**config.mk**
```make
export PLATFORM = sky130hd
export DESIGN_NAME = axi_uart
export DESIGN_NICKNAME = d
export VERILOG_FILES = /design/src/logic/axi_lite_pkg.sv /design/src/logic/uart_pkg.sv /design/src/logic/uart_fifo.sv /design/src/logic/uart_tx.sv /design/src/logic/uart_rx.sv /design/src/logic/axi_uart_regs.sv /design/src/logic/axi_uart.sv
export SDC_FILE = /design/constraint.sdc
export NUM_CORES = 1
export LEC_CHECK = 0
export ABC_AREA = 1
export BUFFER_PORTS_ARGS = -buffer_cell sky130_fd_sc_hd__buf_2
export CORE_MARGIN = 1
export CORE_UTILIZATION = 28
export CTS_CLUSTER_DIAMETER = 60
export CTS_CLUSTER_SIZE = 16
export DETAILED_ROUTE_END_ITERATION = 8
export SLEW_MARGIN = 20
export SYNTH_ARGS = -nofsm -noshare
export SYNTH_HDL_FRONTEND = slang
export SYNTH_HIERARCHICAL = 1
export SYNTH_SLANG_ARGS = --single-unit
```
**constraint.sdc**
```tcl
create_clock -name s_axi_aclk_i -period 4.63 [get_ports s_axi_aclk_i]
set_input_delay 0.2315 -clock s_axi_aclk_i [delete_from_list [all_inputs] [get_ports s_axi_aclk_i]]
set_output_delay 0.2315 -clock s_axi_aclk_i [all_outputs]
set_load 0.005 [all_outputs]
```
**src/logic/axi_lite_pkg.sv**
```systemverilog
package axi_lite_pkg;

   // bus-side widths
   typedef logic [31:0] axi_addr_t;
   typedef logic [31:0] axi_data_t;
   typedef logic [3:0]  axi_strb_t;

   // 16-byte peripheral window
   localparam axi_addr_t UART_BASE_ADDR = 32'h2000_0000;
   localparam axi_addr_t UART_ADDR_MASK = 32'h0000_000F; // offset bits inside window

   // write captured when aw and w handshake together
   typedef struct packed {
      axi_addr_t awaddr;
      axi_data_t wdata;
      axi_strb_t wstrb;
   } axi_wr_req_t;

   typedef struct packed {
      axi_addr_t araddr;
   } axi_rd_req_t;

endpackage

```
**src/logic/uart_pkg.sv**
```systemverilog
package uart_pkg;

   // register map
   typedef logic [3:0] reg_off_t;
   localparam reg_off_t REG_CTRL   = 4'h0;
   localparam reg_off_t REG_STATUS = 4'h4;
   localparam reg_off_t REG_RDATA  = 4'h8; // read only, pops rx fifo
   localparam reg_off_t REG_WDATA  = 4'hC; // write only, pushes tx fifo

   typedef logic [7:0]  uart_byte_t;
   typedef logic [15:0] baud_div_t; // clock cycles per bit

   localparam baud_div_t BAUD_DIV_MIN = 16'd4;
   localparam int        FRAME_BITS   = 10; // start + 8 data + stop

   typedef struct packed {
      baud_div_t   baud_div;
      logic [13:0] rsvd;
      logic        rx_en;
      logic        tx_en;
   } uart_ctrl_t;

   // reset value 4'b1010, both fifos empty
   typedef struct packed {
      logic rx_empty;
      logic rx_full;
      logic tx_empty;
      logic tx_full;
   } uart_status_t;

   localparam int FIFO_DEPTH = 16;
   typedef logic [$clog2(FIFO_DEPTH)-1:0] fifo_ptr_t;
   typedef logic [$clog2(FIFO_DEPTH):0]   fifo_cnt_t; // 0..16

   typedef enum logic [1:0] {RX_IDLE, RX_START, RX_DATA, RX_STOP} rx_state_t;

   // very small dividers would break mid-bit sampling
   function automatic baud_div_t baud_clamp(input baud_div_t div);
      return (div < BAUD_DIV_MIN) ? BAUD_DIV_MIN : div;
   endfunction

endpackage

```
**src/logic/uart_fifo.sv**
```systemverilog
`timescale 1ns/1ps

module uart_fifo
   import uart_pkg::*;
(
   input  logic       s_axi_aclk_i,
   input  logic       s_axi_aresetn_i,
   input  logic       push_i,
   input  uart_byte_t data_i,
   input  logic       pop_i,
   output uart_byte_t data_o,
   output logic       full_o,
   output logic       empty_o
);

   uart_byte_t mem_q [FIFO_DEPTH];
   fifo_ptr_t  wr_ptr_q;
   fifo_ptr_t  rd_ptr_q;
   fifo_cnt_t  count_q;
   fifo_cnt_t  count_nxt;
   logic       full_q;
   logic       empty_q;
   logic       do_push;
   logic       do_pop;

   assign do_push = push_i && !full_q;  // overflow guard
   assign do_pop  = pop_i && !empty_q;  // underflow guard
   assign data_o  = mem_q[rd_ptr_q];    // head entry
   assign full_o  = full_q;
   assign empty_o = empty_q;

   always_comb begin
      count_nxt = count_q;
      if (do_push && !do_pop)
         count_nxt = count_q + 1'b1;
      else if (do_pop && !do_push)
         count_nxt = count_q - 1'b1;
   end

   always_ff @(posedge s_axi_aclk_i) begin
      if (!s_axi_aresetn_i) begin
         wr_ptr_q <= '0;
         rd_ptr_q <= '0;
         count_q  <= '0;
         full_q   <= 1'b0;
         empty_q  <= 1'b1;
      end else begin
         if (do_push) wr_ptr_q <= wr_ptr_q + 1'b1; // pointers wrap at depth
         if (do_pop)  rd_ptr_q <= rd_ptr_q + 1'b1;
         count_q <= count_nxt;
         full_q  <= (count_nxt == fifo_cnt_t'(FIFO_DEPTH));
         empty_q <= (count_nxt == '0);
      end
   end

   always_ff @(posedge s_axi_aclk_i) begin
      if (do_push) mem_q[wr_ptr_q] <= data_i;
   end

endmodule

```
**src/logic/uart_tx.sv**
```systemverilog
`timescale 1ns/1ps

module uart_tx
   import uart_pkg::*;
(
   input  logic       s_axi_aclk_i,
   input  logic       s_axi_aresetn_i,
   input  logic       enable_i,
   input  baud_div_t  baud_div_i,
   input  logic       fifo_empty_i,
   input  uart_byte_t fifo_data_i,
   output logic       fifo_pop_o,
   output logic       txd_o
);

   baud_div_t             div;
   baud_div_t             baud_cnt_q;
   logic [3:0]            bit_idx_q;   // 0 = start, 9 = stop
   logic [FRAME_BITS-1:0] shift_q;
   logic                  busy_q;
   logic                  baud_tick;
   logic                  frame_end;
   logic                  start;

   assign div       = baud_clamp(baud_div_i);
   assign baud_tick = busy_q && (baud_cnt_q == div - 1'b1);
   assign frame_end = baud_tick && (bit_idx_q == 4'(FRAME_BITS - 1));

   // a new frame may follow the stop bit with no idle gap
   assign start      = enable_i && !fifo_empty_i && (!busy_q || frame_end);
   assign fifo_pop_o = start;
   assign txd_o      = shift_q[0];

   always_ff @(posedge s_axi_aclk_i) begin
      if (!s_axi_aresetn_i) begin
         busy_q     <= 1'b0;
         baud_cnt_q <= '0;
         bit_idx_q  <= '0;
         shift_q    <= '1; // line idles high
      end else if (start) begin
         busy_q     <= 1'b1;
         baud_cnt_q <= '0;
         bit_idx_q  <= '0;
         shift_q    <= {1'b1, fifo_data_i, 1'b0};
      end else if (baud_tick) begin
         baud_cnt_q <= '0;
         bit_idx_q  <= bit_idx_q + 1'b1;
         shift_q    <= {1'b1, shift_q[FRAME_BITS-1:1]}; // lsb first, fill with idle
         if (frame_end)
            busy_q <= 1'b0; // enable only checked between frames
      end else if (busy_q) begin
         baud_cnt_q <= baud_cnt_q + 1'b1;
      end
   end

endmodule

```
**src/logic/uart_rx.sv**
```systemverilog
`timescale 1ns/1ps

module uart_rx
   import uart_pkg::*;
(
   input  logic       s_axi_aclk_i,
   input  logic       s_axi_aresetn_i,
   input  logic       enable_i,
   input  baud_div_t  baud_div_i,
   input  logic       rxd_i,
   input  logic       fifo_full_i,
   output logic       fifo_push_o,
   output uart_byte_t fifo_data_o
);

   baud_div_t  div;
   baud_div_t  half;
   baud_div_t  baud_cnt_q;
   logic [2:0] sync_q;    // two sync stages plus one for edge detect
   logic       line;
   logic       fall;
   rx_state_t  state_q;
   logic [2:0] bit_idx_q;
   uart_byte_t shift_q;
   logic       half_tick;
   logic       bit_tick;

   assign div       = baud_clamp(baud_div_i);
   assign half      = div >> 1;
   assign line      = sync_q[1];
   assign fall      = sync_q[2] && !sync_q[1];
   assign half_tick = (baud_cnt_q == half - 1'b1);
   assign bit_tick  = (baud_cnt_q == div - 1'b1);

   // bad stop bit or full fifo loses the byte
   assign fifo_push_o = (state_q == RX_STOP) && bit_tick && line && !fifo_full_i;
   assign fifo_data_o = shift_q;

   always_ff @(posedge s_axi_aclk_i) begin
      if (!s_axi_aresetn_i) begin
         sync_q     <= '1;
         state_q    <= RX_IDLE;
         baud_cnt_q <= '0;
         bit_idx_q  <= '0;
      end else begin
         sync_q <= {sync_q[1:0], rxd_i};
         if (!enable_i) begin
            state_q    <= RX_IDLE;
            baud_cnt_q <= '0;
         end else begin
            case (state_q)
               RX_IDLE: begin
                  baud_cnt_q <= '0;
                  if (fall) state_q <= RX_START;
               end
               RX_START: begin
                  if (half_tick) begin
                     baud_cnt_q <= '0;
                     bit_idx_q  <= '0;
                     state_q    <= line ? RX_IDLE : RX_DATA; // glitch, not a start bit
                  end else begin
                     baud_cnt_q <= baud_cnt_q + 1'b1;
                  end
               end
               RX_DATA: begin
                  if (bit_tick) begin
                     baud_cnt_q <= '0;
                     bit_idx_q  <= bit_idx_q + 1'b1;
                     if (bit_idx_q == 3'd7) state_q <= RX_STOP;
                  end else begin
                     baud_cnt_q <= baud_cnt_q + 1'b1;
                  end
               end
               RX_STOP: begin
                  if (bit_tick) begin
                     baud_cnt_q <= '0;
                     state_q    <= RX_IDLE;
                  end else begin
                     baud_cnt_q <= baud_cnt_q + 1'b1;
                  end
               end
               default: state_q <= RX_IDLE;
            endcase
         end
      end
   end

   // mid-bit samples, lsb arrives first
   always_ff @(posedge s_axi_aclk_i) begin
      if (state_q == RX_DATA && bit_tick) shift_q <= {line, shift_q[7:1]};
   end

endmodule

```
**src/logic/axi_uart_regs.sv**
```systemverilog
`timescale 1ns/1ps

module axi_uart_regs
   import axi_lite_pkg::*;
   import uart_pkg::*;
(
   input  logic         s_axi_aclk_i,
   input  logic         s_axi_aresetn_i,
   input  logic         wr_valid_i,
   input  axi_wr_req_t  wr_req_i,
   output logic         wr_ready_o,
   output logic         bvalid_o,
   input  logic         bready_i,
   input  logic         rd_valid_i,
   input  axi_rd_req_t  rd_req_i,
   output logic         rd_ready_o,
   output axi_data_t    rdata_o,
   output logic         rvalid_o,
   input  logic         rready_i,
   output uart_ctrl_t   ctrl_o,
   input  uart_status_t status_i,
   input  uart_byte_t   rx_byte_i,
   output logic         rx_pop_o,
   output uart_byte_t   tx_byte_o,
   output logic         tx_push_o
);

   uart_ctrl_t ctrl_q;
   uart_ctrl_t ctrl_nxt;
   axi_data_t  rdata_q;
   axi_data_t  rdata_nxt;
   logic       port_en_q; // ready rises one cycle after reset
   logic       bvalid_q;
   logic       rvalid_q;
   logic       wr_fire;
   logic       rd_fire;
   logic       wr_in_win;
   logic       rd_in_win;
   reg_off_t   wr_off;
   reg_off_t   rd_off;

   assign wr_in_win = (wr_req_i.awaddr & ~UART_ADDR_MASK) == UART_BASE_ADDR;
   assign rd_in_win = (rd_req_i.araddr & ~UART_ADDR_MASK) == UART_BASE_ADDR;
   assign wr_off    = reg_off_t'(wr_req_i.awaddr & UART_ADDR_MASK);
   assign rd_off    = reg_off_t'(rd_req_i.araddr & UART_ADDR_MASK);

   // no new request while a response waits
   assign wr_ready_o = port_en_q && !bvalid_q;
   assign rd_ready_o = port_en_q && !rvalid_q;
   assign wr_fire    = wr_valid_i && wr_ready_o;
   assign rd_fire    = rd_valid_i && rd_ready_o;

   assign bvalid_o = bvalid_q;
   assign rvalid_o = rvalid_q;
   assign rdata_o  = rdata_q;
   assign ctrl_o   = ctrl_q;

   assign rx_pop_o  = rd_fire && rd_in_win && (rd_off == REG_RDATA) && !status_i.rx_empty;
   assign tx_push_o = wr_fire && wr_in_win && (wr_off == REG_WDATA) && wr_req_i.wstrb[0]
                      && !status_i.tx_full; // dropped when full
   assign tx_byte_o = wr_req_i.wdata[7:0];

   // byte lanes of CTRL follow wstrb
   always_comb begin
      ctrl_nxt = ctrl_q;
      for (int i = 0; i < 4; i++) begin
         if (wr_req_i.wstrb[i]) ctrl_nxt[8*i +: 8] = wr_req_i.wdata[8*i +: 8];
      end
      ctrl_nxt.rsvd = '0; // reserved reads as zero
   end

   always_comb begin
      rdata_nxt = '0;
      if (rd_in_win) begin
         case (rd_off)
            REG_CTRL:   rdata_nxt = ctrl_q;
            REG_STATUS: rdata_nxt = axi_data_t'(status_i);
            REG_RDATA:  if (!status_i.rx_empty) rdata_nxt = axi_data_t'(rx_byte_i);
            default:    rdata_nxt = '0; // WDATA is write only
         endcase
      end
   end

   always_ff @(posedge s_axi_aclk_i) begin
      if (!s_axi_aresetn_i) begin
         port_en_q <= 1'b0;
         bvalid_q  <= 1'b0;
         rvalid_q  <= 1'b0;
         ctrl_q    <= '0;
      end else begin
         port_en_q <= 1'b1;
         if (wr_fire)
            bvalid_q <= 1'b1;
         else if (bready_i)
            bvalid_q <= 1'b0;
         if (rd_fire)
            rvalid_q <= 1'b1;
         else if (rready_i)
            rvalid_q <= 1'b0;
         if (wr_fire && wr_in_win && wr_off == REG_CTRL) ctrl_q <= ctrl_nxt;
      end
   end

   // held until rready, since no read is accepted meanwhile
   always_ff @(posedge s_axi_aclk_i) begin
      if (rd_fire) rdata_q <= rdata_nxt;
   end

endmodule

```
**src/logic/axi_uart.sv**
```systemverilog
`timescale 1ns/1ps

module axi_uart
   import axi_lite_pkg::*;
   import uart_pkg::*;
(
   input  logic      s_axi_aclk_i,
   input  logic      s_axi_aresetn_i,
   input  axi_addr_t s_axi_awaddr_i,
   input  logic      s_axi_awvalid_i,
   output logic      s_axi_awready_o,
   input  axi_data_t s_axi_wdata_i,
   input  axi_strb_t s_axi_wstrb_i,
   input  logic      s_axi_wvalid_i,
   output logic      s_axi_wready_o,
   output logic      s_axi_bvalid_o,
   input  logic      s_axi_bready_i,
   input  axi_addr_t s_axi_araddr_i,
   input  logic      s_axi_arvalid_i,
   output logic      s_axi_arready_o,
   output axi_data_t s_axi_rdata_o,
   output logic      s_axi_rvalid_o,
   input  logic      s_axi_rready_i,
   output logic      uart_txd_o,
   input  logic      uart_rxd_i
);

   axi_wr_req_t  wr_req;
   axi_rd_req_t  rd_req;
   logic         wr_ready;
   uart_ctrl_t   ctrl;
   uart_status_t status;
   uart_byte_t   tx_byte, tx_head, rx_byte, rx_head;
   logic         tx_push, tx_pop, tx_full, tx_empty;
   logic         rx_push, rx_pop, rx_full, rx_empty;

   // aw and w are taken together
   assign wr_req          = '{awaddr: s_axi_awaddr_i, wdata: s_axi_wdata_i, wstrb: s_axi_wstrb_i};
   assign rd_req          = '{araddr: s_axi_araddr_i};
   assign s_axi_awready_o = wr_ready;
   assign s_axi_wready_o  = wr_ready;
   assign status          = '{rx_empty: rx_empty, rx_full: rx_full,
                              tx_empty: tx_empty, tx_full: tx_full};

   axi_uart_regs regs0 (
      .s_axi_aclk_i, .s_axi_aresetn_i,
      .wr_valid_i (s_axi_awvalid_i && s_axi_wvalid_i), .wr_req_i (wr_req),
      .wr_ready_o (wr_ready), .bvalid_o (s_axi_bvalid_o), .bready_i (s_axi_bready_i),
      .rd_valid_i (s_axi_arvalid_i), .rd_req_i (rd_req), .rd_ready_o (s_axi_arready_o),
      .rdata_o (s_axi_rdata_o), .rvalid_o (s_axi_rvalid_o), .rready_i (s_axi_rready_i),
      .ctrl_o (ctrl), .status_i (status), .rx_byte_i (rx_head), .rx_pop_o (rx_pop),
      .tx_byte_o (tx_byte), .tx_push_o (tx_push)
   );

   uart_fifo tx_fifo0 (
      .s_axi_aclk_i, .s_axi_aresetn_i, .push_i (tx_push), .data_i (tx_byte),
      .pop_i (tx_pop), .data_o (tx_head), .full_o (tx_full), .empty_o (tx_empty)
   );

   uart_fifo rx_fifo0 (
      .s_axi_aclk_i, .s_axi_aresetn_i, .push_i (rx_push), .data_i (rx_byte),
      .pop_i (rx_pop), .data_o (rx_head), .full_o (rx_full), .empty_o (rx_empty)
   );

   uart_tx tx0 (
      .s_axi_aclk_i, .s_axi_aresetn_i, .enable_i (ctrl.tx_en), .baud_div_i (ctrl.baud_div),
      .fifo_empty_i (tx_empty), .fifo_data_i (tx_head), .fifo_pop_o (tx_pop),
      .txd_o (uart_txd_o)
   );

   uart_rx rx0 (
      .s_axi_aclk_i, .s_axi_aresetn_i, .enable_i (ctrl.rx_en), .baud_div_i (ctrl.baud_div),
      .rxd_i (uart_rxd_i), .fifo_full_i (rx_full), .fifo_push_o (rx_push),
      .fifo_data_o (rx_byte)
   );

endmodule

```
==> results of run 1 <==
==> placed cells by master (no fill, tap or decap), types with 5 or more instances in the layout <==
| cell type | n |
|---|---|
| sky130_fd_sc_hd__o21ai_0 | 143 |
| sky130_fd_sc_hd__nand3_2 | 5 |
| sky130_fd_sc_hd__dfxtp_1 | 109 |
| sky130_fd_sc_hd__o21ai_1 | 8 |
| sky130_fd_sc_hd__a21oi_1 | 40 |
| sky130_fd_sc_hd__or2_2 | 7 |
| sky130_fd_sc_hd__nand3_1 | 116 |
| sky130_fd_sc_hd__clkbuf_1 | 11 |
| sky130_fd_sc_hd__nand4_1 | 36 |
| sky130_fd_sc_hd__nand4_2 | 5 |
| sky130_fd_sc_hd__conb_1 | 8 |
| sky130_fd_sc_hd__inv_1 | 196 |
| sky130_fd_sc_hd__clkbuf_16 | 40 |
| sky130_fd_sc_hd__nand2_4 | 5 |
| sky130_fd_sc_hd__nor2_1 | 409 |
| sky130_fd_sc_hd__buf_4 | 42 |
| sky130_fd_sc_hd__xor2_1 | 53 |
| sky130_fd_sc_hd__o211ai_1 | 64 |
| sky130_fd_sc_hd__nor2_2 | 20 |
| sky130_fd_sc_hd__inv_6 | 6 |
| sky130_fd_sc_hd__edfxtp_1 | 288 |
| sky130_fd_sc_hd__ha_1 | 23 |
| sky130_fd_sc_hd__nand2_2 | 24 |
| sky130_fd_sc_hd__nand2_1 | 308 |
| sky130_fd_sc_hd__bufinv_16 | 5 |
| sky130_fd_sc_hd__nand3b_1 | 14 |
| sky130_fd_sc_hd__nor3b_1 | 6 |
| sky130_fd_sc_hd__buf_2 | 128 |
| sky130_fd_sc_hd__nor3_1 | 13 |
| sky130_fd_sc_hd__xnor2_1 | 25 |
| sky130_fd_sc_hd__nor4_1 | 15 |
| sky130_fd_sc_hd__and3_1 | 24 |
| sky130_fd_sc_hd__inv_2 | 9 |
| sky130_fd_sc_hd__nor2_4 | 8 |
==> stage by stage <==
step / std cells / hold WS, ns / instance area [sq um] / utilization (%)
floorplan: 2101 / 0.259 / 19500 / -
global placement: 3111 / 0.391 / 21000 / 30.6
detailed placement: 3111 / 0.391 / 21000 / 30.6
CTS: 3186 / 0.00948 / 22500 / 32.7
global route: 3187 / 0.0228 / 22500 / 32.7
finish: 3187 / 0.0150 / 22500 / 32.7
==> cell type report <==
class | instances | area (sq um) | share of cell area (%)
flip-flops and latches | 401 | 10900 | 48.6
multi-input cells | 1402 | 7200 | 32.1
well taps | 931 | 1160 | 5.19
clock buffers | 51 | 1040 | 4.64
repair buffers | 173 | 986 | 4.39
inverters | 207 | 787 | 3.50
clock inverters | 21 | 355 | 1.58
diodes | 1 | 2.50 | 0.0111
==> path summary, 6_finish.rpt <==
kind,from,to,slack (ns),depth (start not counted)
hold / removal,s_axi_rready_i,regs0/rvalid_o$_SDFFE_PN0P_,0.02,4
setup / recovery,regs0/ctrl_o[28]$_SDFFE_PN0P_,rx_fifo0/mem_q[12][2]$_DFFE_PP_,0.50,23
hold reg to reg,rx0/sync_q[0]$_SDFF_PN1_,rx0/sync_q[1]$_SDFF_PN1_,0.40,2
setup reg to reg,regs0/ctrl_o[28]$_SDFFE_PN0P_,rx_fifo0/mem_q[12][2]$_DFFE_PP_,0.50,23
==> sequential cells by signal (all words and copies together) (netlist names), 5 cells and up, named ones only <==
| signal | cells |
|---|---|
| regs0/ctrl_o | 18 |
| tx_fifo0/count_q | 5 |
| regs0/rdata_o | 24 |
| tx_fifo0/mem_q | 128 |
| rx0/baud_cnt_q | 16 |
| tx0/shift_q | 9 |
| rx0/fifo_data_o | 8 |
| rx_fifo0/mem_q | 128 |
| rx_fifo0/count_q | 5 |
| tx0/baud_cnt_q | 16 |
==> power groups by stage <==
stage | sequential [W] | combinational, W | clock, W
final | 0.00384 | 0.000175 | 0.00348
after global routing | 0.00384 | 0.000197 | 0.00369
after CTS | 0.00384 | 0.000178 | 0.00356
after detailed placement | 0.00392 | 0.000176 | 0
after global placement | 0.00392 | 0.000174 | 0
after floorplan | 0.00392 | 0.0000898 | 0
==> tightest hold or removal path: cells and delay by family <==
family | cells | cell delay (ns)
buffers and inverters | 2 | 0.20
AND/OR/NAND/NOR | 1 | 0.05
AO/OA/AOI/OAI | 1 | 0.05
==> routing by layer <==
metal / share of wire [%] / global-route usage, % / vias to the layer above
li1: - / - / 7249
met1: 46 / 18.3 / 6728
met2: 47 / 22.9 / 359
met3: 4.8 / 1.95 / 80
met4: 2.7 / 4.69 / 4
met5: 0.053 / 0 / -
==> what timing repair did <==
action,CTS,global route
endpoints found under the hold margin,3,0
hold buffers,3,0
resized for setup,0,0
buffers inserted,0,0
setup endpoints to repair,0,0
==> impl_metrics.toml, run 1 <==
[die]
floorplan.initialDensity_pct = 28.3
row_count = 96
design.core.area_sq_um = 68700
die-width_um = 266
die-area_sq_um = 70500
floorplan.die.height_um = 266
io_pins = 146

[setup_path]
crit_chain = "nor2_1 -> nand2_1 -> nor2_1 -> nand2_2 -> nand2_1 -> inv_1 -> ha_1 -> nand2_1 -> nor2_4 -> inv_2 -> nor2_4 -> nand3b_1 -> a21oi_1 -> nand3_1 -> nor3_2 -> nand2_2 -> nor4_1 -> buf_4 -> inv_2 -> nor2_4 -> nand2_1 -> nor2_1 -> buf_4"
critical-path-max-stage-delay_ns = 0.49
critPathSlowestCell = "sky130_fd_sc_hd__dfxtp_1"
critPathCaptureType = "flop"
path_buf_inv = 5
worstSetupStartpointType = "flop"
path_common_cell = "sky130_fd_sc_hd__nand2_1"
worstPathRequired_ns = 4.90
critical-path-top-delay-family = "simple AND/OR/NAND/NOR gates"
arrival_ns = 4.40
setup.worst_path.class = "flop to flop"
crit_path_max_fanout = 11

[global_route]
grt_first_pass_wirelength_um = 75600
grt.overflow.total = 0
grt_pass1_vias = 13600
grt_util_all_layers_pct = 13.8
grt_max_degree = 65
grt_antenna_before_repair = 6

[logic_synthesis]
post_synth_instance_area_sq_um = 19500
netlist_instances = 2094
synthesis.area_per_instance_sq_um = 9.29
yosys_warnings = 6

[cts]
clkSlewWorstSetupHoldPaths_ns = 0.07
clock_sink_count = 401
ctsLongestPathBuffers = 3
ctsHtreeMaxLevel = 2
clock_latency_ns = 0.59
clk_root_buffer_cell = "sky130_fd_sc_hd__clkbuf_16"
tritoncts.num_buffers = 39
cts_tree = "done"

[layout]
drive_gt1_share_pct = 14.7
n_fill_cell = 7104
layout.nets = 2355
syn_to_final_growth_pct = 15.4

[power]
p_total_w = 0.00750
pwr-share-clk_pct = 46.4
power.switching_w = 0.00166
p_comb_share_pct = 2.3
power.switching_fraction_pct = 22.1
peakVddDrop_v = 0.000316
cellLeakagePower_nw = 8.59
seq_power_share_pct = 51.2
internal_power_w = 0.00584
power.density_cell_area_nw_per_um2 = 334

[route]
routed_wirelength_um = 48800
dr_total_vias = 14400
drtAntennaViolNets = 0
detail_route.wl_per_cell_um = 15.3
detailedRoute.firstPassIterationCount = 5
first_iteration_detailed_routing_drc_count = 923
drc = 0
vias_per_cell = 4.52

[timing]
setup_total_negative_slack_ns = 0
max_clock_freq_mhz = 242
setup_violations = 0
fin_skew_ns = 0.0400
rsz_0062_raised_after_global_routing = "false"
final_critical_period_ns = 4.13
slew_viol_final = 0
hold_viol = 0
setup_ws_final_ns = 0.503
max_slew.worst_pin.slew_ns = 1.05
layout_worst_path_cycle_share_pct = 89.1
tightest_slew_margin_relative_to_the_limit_pct = 29.7

[placement]
gp_congestion = 0.893
placement.setup.worst_slack_ns = 0.494
buffer_ports.inserted = 128
hpwl_um = 33600

[run]
timing.max_cap.violations = 0

[hold_path]
hp-class = "input port to flop"

[run_status]
status = "finished, final reports clean"
No activity file was read; power rests on OpenSTA's default activity.
==> run 2, diff against run 1 <==
--- a/config.mk
+++ b/config.mk
@@ -8,10 +8,11 @@
 export ABC_AREA = 1
 export BUFFER_PORTS_ARGS = -buffer_cell sky130_fd_sc_hd__buf_2
 export CORE_MARGIN = 1
-export CORE_UTILIZATION = 28
+export CORE_UTILIZATION = 61
 export CTS_CLUSTER_DIAMETER = 60
 export CTS_CLUSTER_SIZE = 16
 export DETAILED_ROUTE_END_ITERATION = 8
+export PLACE_DENSITY = 0.81
 export SLEW_MARGIN = 20
 export SYNTH_ARGS = -nofsm -noshare
 export SYNTH_HDL_FRONTEND = slang
==> run 2 against run 1 <==
Via count up 4.6%. Core utilization up 35 points. Flip-flop and latch count unchanged. Final cell count down 17%. Count of clock-buffer cells in the layout down 2. Routed wire length down 8.0%. Setup slack worse by 0.095 ns. Non-clock buffer count down 4. Cell area down 4.6%. Highest routed layer is now met4. Clock skew down 0.024 ns.
==> impl_metrics.toml, run 2 (synthesis gave the netlist of run 1 again) <==
[run_status]
status = "finished, final reports clean"

[cts]
clk_root_buffer_cell = "sky130_fd_sc_hd__clkbuf_16"
clock_latency_ns = 0.52
tritoncts.num_buffers = 34
cts_tree = "done"
ctsHtreeMaxLevel = 2
postCtsSetupRepairBufs = 0
hold_buffers = 4
clock_sink_count = 401
ctsLongestPathBuffers = 3
post_cts.resized_instances = 0
clkSlewWorstSetupHoldPaths_ns = 0.06

[setup_path]
setup.worst_path.class = "flop to flop"
worstSetupStartpointType = "flop"
worstPathRequired_ns = 4.85
crit_path_max_fanout = 11
arrival_ns = 4.44
critPathCaptureType = "flop"
r2r_setup_slack_ns = 0.41

[run]
timing.max_cap.violations = 0

[global_route]
met2_usage_pct = 47.7
grtUsageMet3_pct = 3.58
grt_util_all_layers_pct = 27.8
grt_antenna_before_repair = 0
grt.met1_usage_pct = 36.0
grt.overflow.total = 0
grt_max_degree = 66
grt_pass1_vias = 14500
grt_first_pass_wirelength_um = 72300
grt_busiest_layer = "met2"

[die]
floorplan.die.height_um = 181
row_count = 65
io_pins = 146
design.core.area_sq_um = 31500
die-area_sq_um = 32600
die-width_um = 181
floorplan.initialDensity_pct = 61.8

[power]
cellLeakagePower_nw = 8.40
pwr-share-clk_pct = 40.8
p_total_w = 0.00677
power.density_cell_area_nw_per_um2 = 316
p_comb_share_pct = 2.5
internal_power_w = 0.00537
power.switching_fraction_pct = 20.7
power.switching_w = 0.00140
seq_power_share_pct = 56.6
peakVddDrop_v = 0.000291

[layout]
layout.cells.most_common = "sky130_fd_sc_hd__nor2_1"
layout.nets = 2346
n_fill_cell = 2353
drive_gt1_share_pct = 13.8
design_area_sq_um = 21400
syn_to_final_growth_pct = 10.1
most-common-layout-cells = "sky130_fd_sc_hd__nor2_1 (409), sky130_fd_sc_hd__nand2_1 (308), sky130_fd_sc_hd__edfxtp_1 (288), sky130_fd_sc_hd__inv_1 (196), sky130_fd_sc_hd__o21ai_0 (143)"
antenna_diode_instance_count = 0

[route]
routed_wirelength_um = 44900
drtAntennaViolNets = 0
vias_per_cell = 5.71
dr_total_vias = 15100
drc = 0
detailedRoute.firstPassIterationCount = 5
first_iteration_detailed_routing_drc_count = 1424
detail_route.wl_per_cell_um = 17.0

[timing]
fin_skew_ns = 0.0164
tightest_slew_margin_relative_to_the_limit_pct = 28.2
final_critical_period_ns = 4.22
layout_worst_path_cycle_share_pct = 91.2
rsz_0062_raised_after_global_routing = "false"
max_slew.worst_pin.slew_ns = 1.08
setup_total_negative_slack_ns = 0
slew_viol_final = 0
setup_violations = 0
max_clock_freq_mhz = 237
hold_viol = 0

[placement]
buffer_ports.inserted = 128
placed_area_sq_um = 20300
hpwl_um = 30500
gp_congestion = 0.906

[hold_path]
hp-class = "input port to flop"
-- run 2: cell count changes in the layout (fill, tap and decap cells not counted), moves of 4 or more --
cell                        change
sky130_fd_sc_hd__bufinv_16      -4
sky130_fd_sc_hd__buf_4          -5
sky130_fd_sc_hd__clkbuf_16      -5
sky130_fd_sc_hd__dfxtp_2        -4
-- run 2: power by group through the flow --
stage / Clock (W) / Sequential [W] / Combinational [W]
2_1_floorplan: 0 / 0.00392 / 0.0000898
3_3_place_gp: 0 / 0.00392 / 0.000161
3_5_place_dp: 0 / 0.00392 / 0.000168
4_1_cts: 0.00279 / 0.00384 / 0.000172
5_1_grt: 0.00294 / 0.00384 / 0.000192
6_report: 0.00276 / 0.00384 / 0.000172
-- run 2: layout make-up --
| cell class | instances | area [sq um] | area share [%] |
|---|---|---|---|
| flip-flops and latches | 401 | 10900 | 51.0 |
| multi-input cells | 1402 | 7200 | 33.6 |
| repair buffers | 169 | 958 | 4.47 |
| clock buffers | 49 | 928 | 4.33 |
| inverters | 207 | 787 | 3.67 |
| well taps | 402 | 503 | 2.35 |
| clock inverters | 12 | 121 | 0.567 |
-- run 2: path summary, 6_finish.rpt --
check	startpoint	endpoint	cells after the start
min reg2reg	rx0/sync_q[1]$_SDFF_PN1_	rx0/fifo_data_o[7]$_DFFE_PP_	0
max	regs0/ctrl_o[18]$_SDFFE_PN0P_	rx_fifo0/mem_q[9][6]$_DFFE_PP_	23
min	s_axi_wdata_i[17]	regs0/ctrl_o[17]$_SDFFE_PN0P_	5
max reg2reg	regs0/ctrl_o[18]$_SDFFE_PN0P_	rx_fifo0/mem_q[9][6]$_DFFE_PP_	23
-- run 2: layer usage --
metal / vias to the layer above / part of all wire, %
met3: 98 / 6.7
li1: 7221 / -
met4: 0 / 3.1
met1: 7146 / 42
met2: 614 / 49
met5: - / 0
-- run 2: critical path, stage by stage, from the launching register on --
cell and delay, ns:
sky130_fd_sc_hd__dfxtp_1 0.42, sky130_fd_sc_hd__inv_1 0.17, sky130_fd_sc_hd__nand2_1 0.11, sky130_fd_sc_hd__nor2_2 0.04, sky130_fd_sc_hd__nand2_2 0.20, sky130_fd_sc_hd__nand2_1 0.10
sky130_fd_sc_hd__inv_1 0.08, sky130_fd_sc_hd__ha_1 0.26, sky130_fd_sc_hd__nand2_1 0.17, sky130_fd_sc_hd__nor2_4 0.18, sky130_fd_sc_hd__inv_2 0.07, sky130_fd_sc_hd__nor2_4 0.14
sky130_fd_sc_hd__nand3b_1 0.09, sky130_fd_sc_hd__a21oi_1 0.15, sky130_fd_sc_hd__nand3_1 0.11, sky130_fd_sc_hd__nor3_2 0.27, sky130_fd_sc_hd__nand2_2 0.16, sky130_fd_sc_hd__nor4_1 0.22
sky130_fd_sc_hd__buf_4 0.19, sky130_fd_sc_hd__inv_2 0.04, sky130_fd_sc_hd__nor2_4 0.18, sky130_fd_sc_hd__nand2_1 0.20, sky130_fd_sc_hd__nor2_1 0.14, sky130_fd_sc_hd__buf_4 0.21
-- run 2: through the flow --
step           hold WS [ns]  utilization (%)  worst slack [ns]  cells
2_1_floorplan         0.259                -             0.734   2101
3_3_place_gp          0.410             64.6             0.597   2577
3_5_place_dp          0.407             64.6             0.518   2577
4_1_cts              0.0356             68.0             0.490   2642
5_1_grt              0.0770             68.1             0.110   2642
6_report             0.0480             68.1             0.409   2642
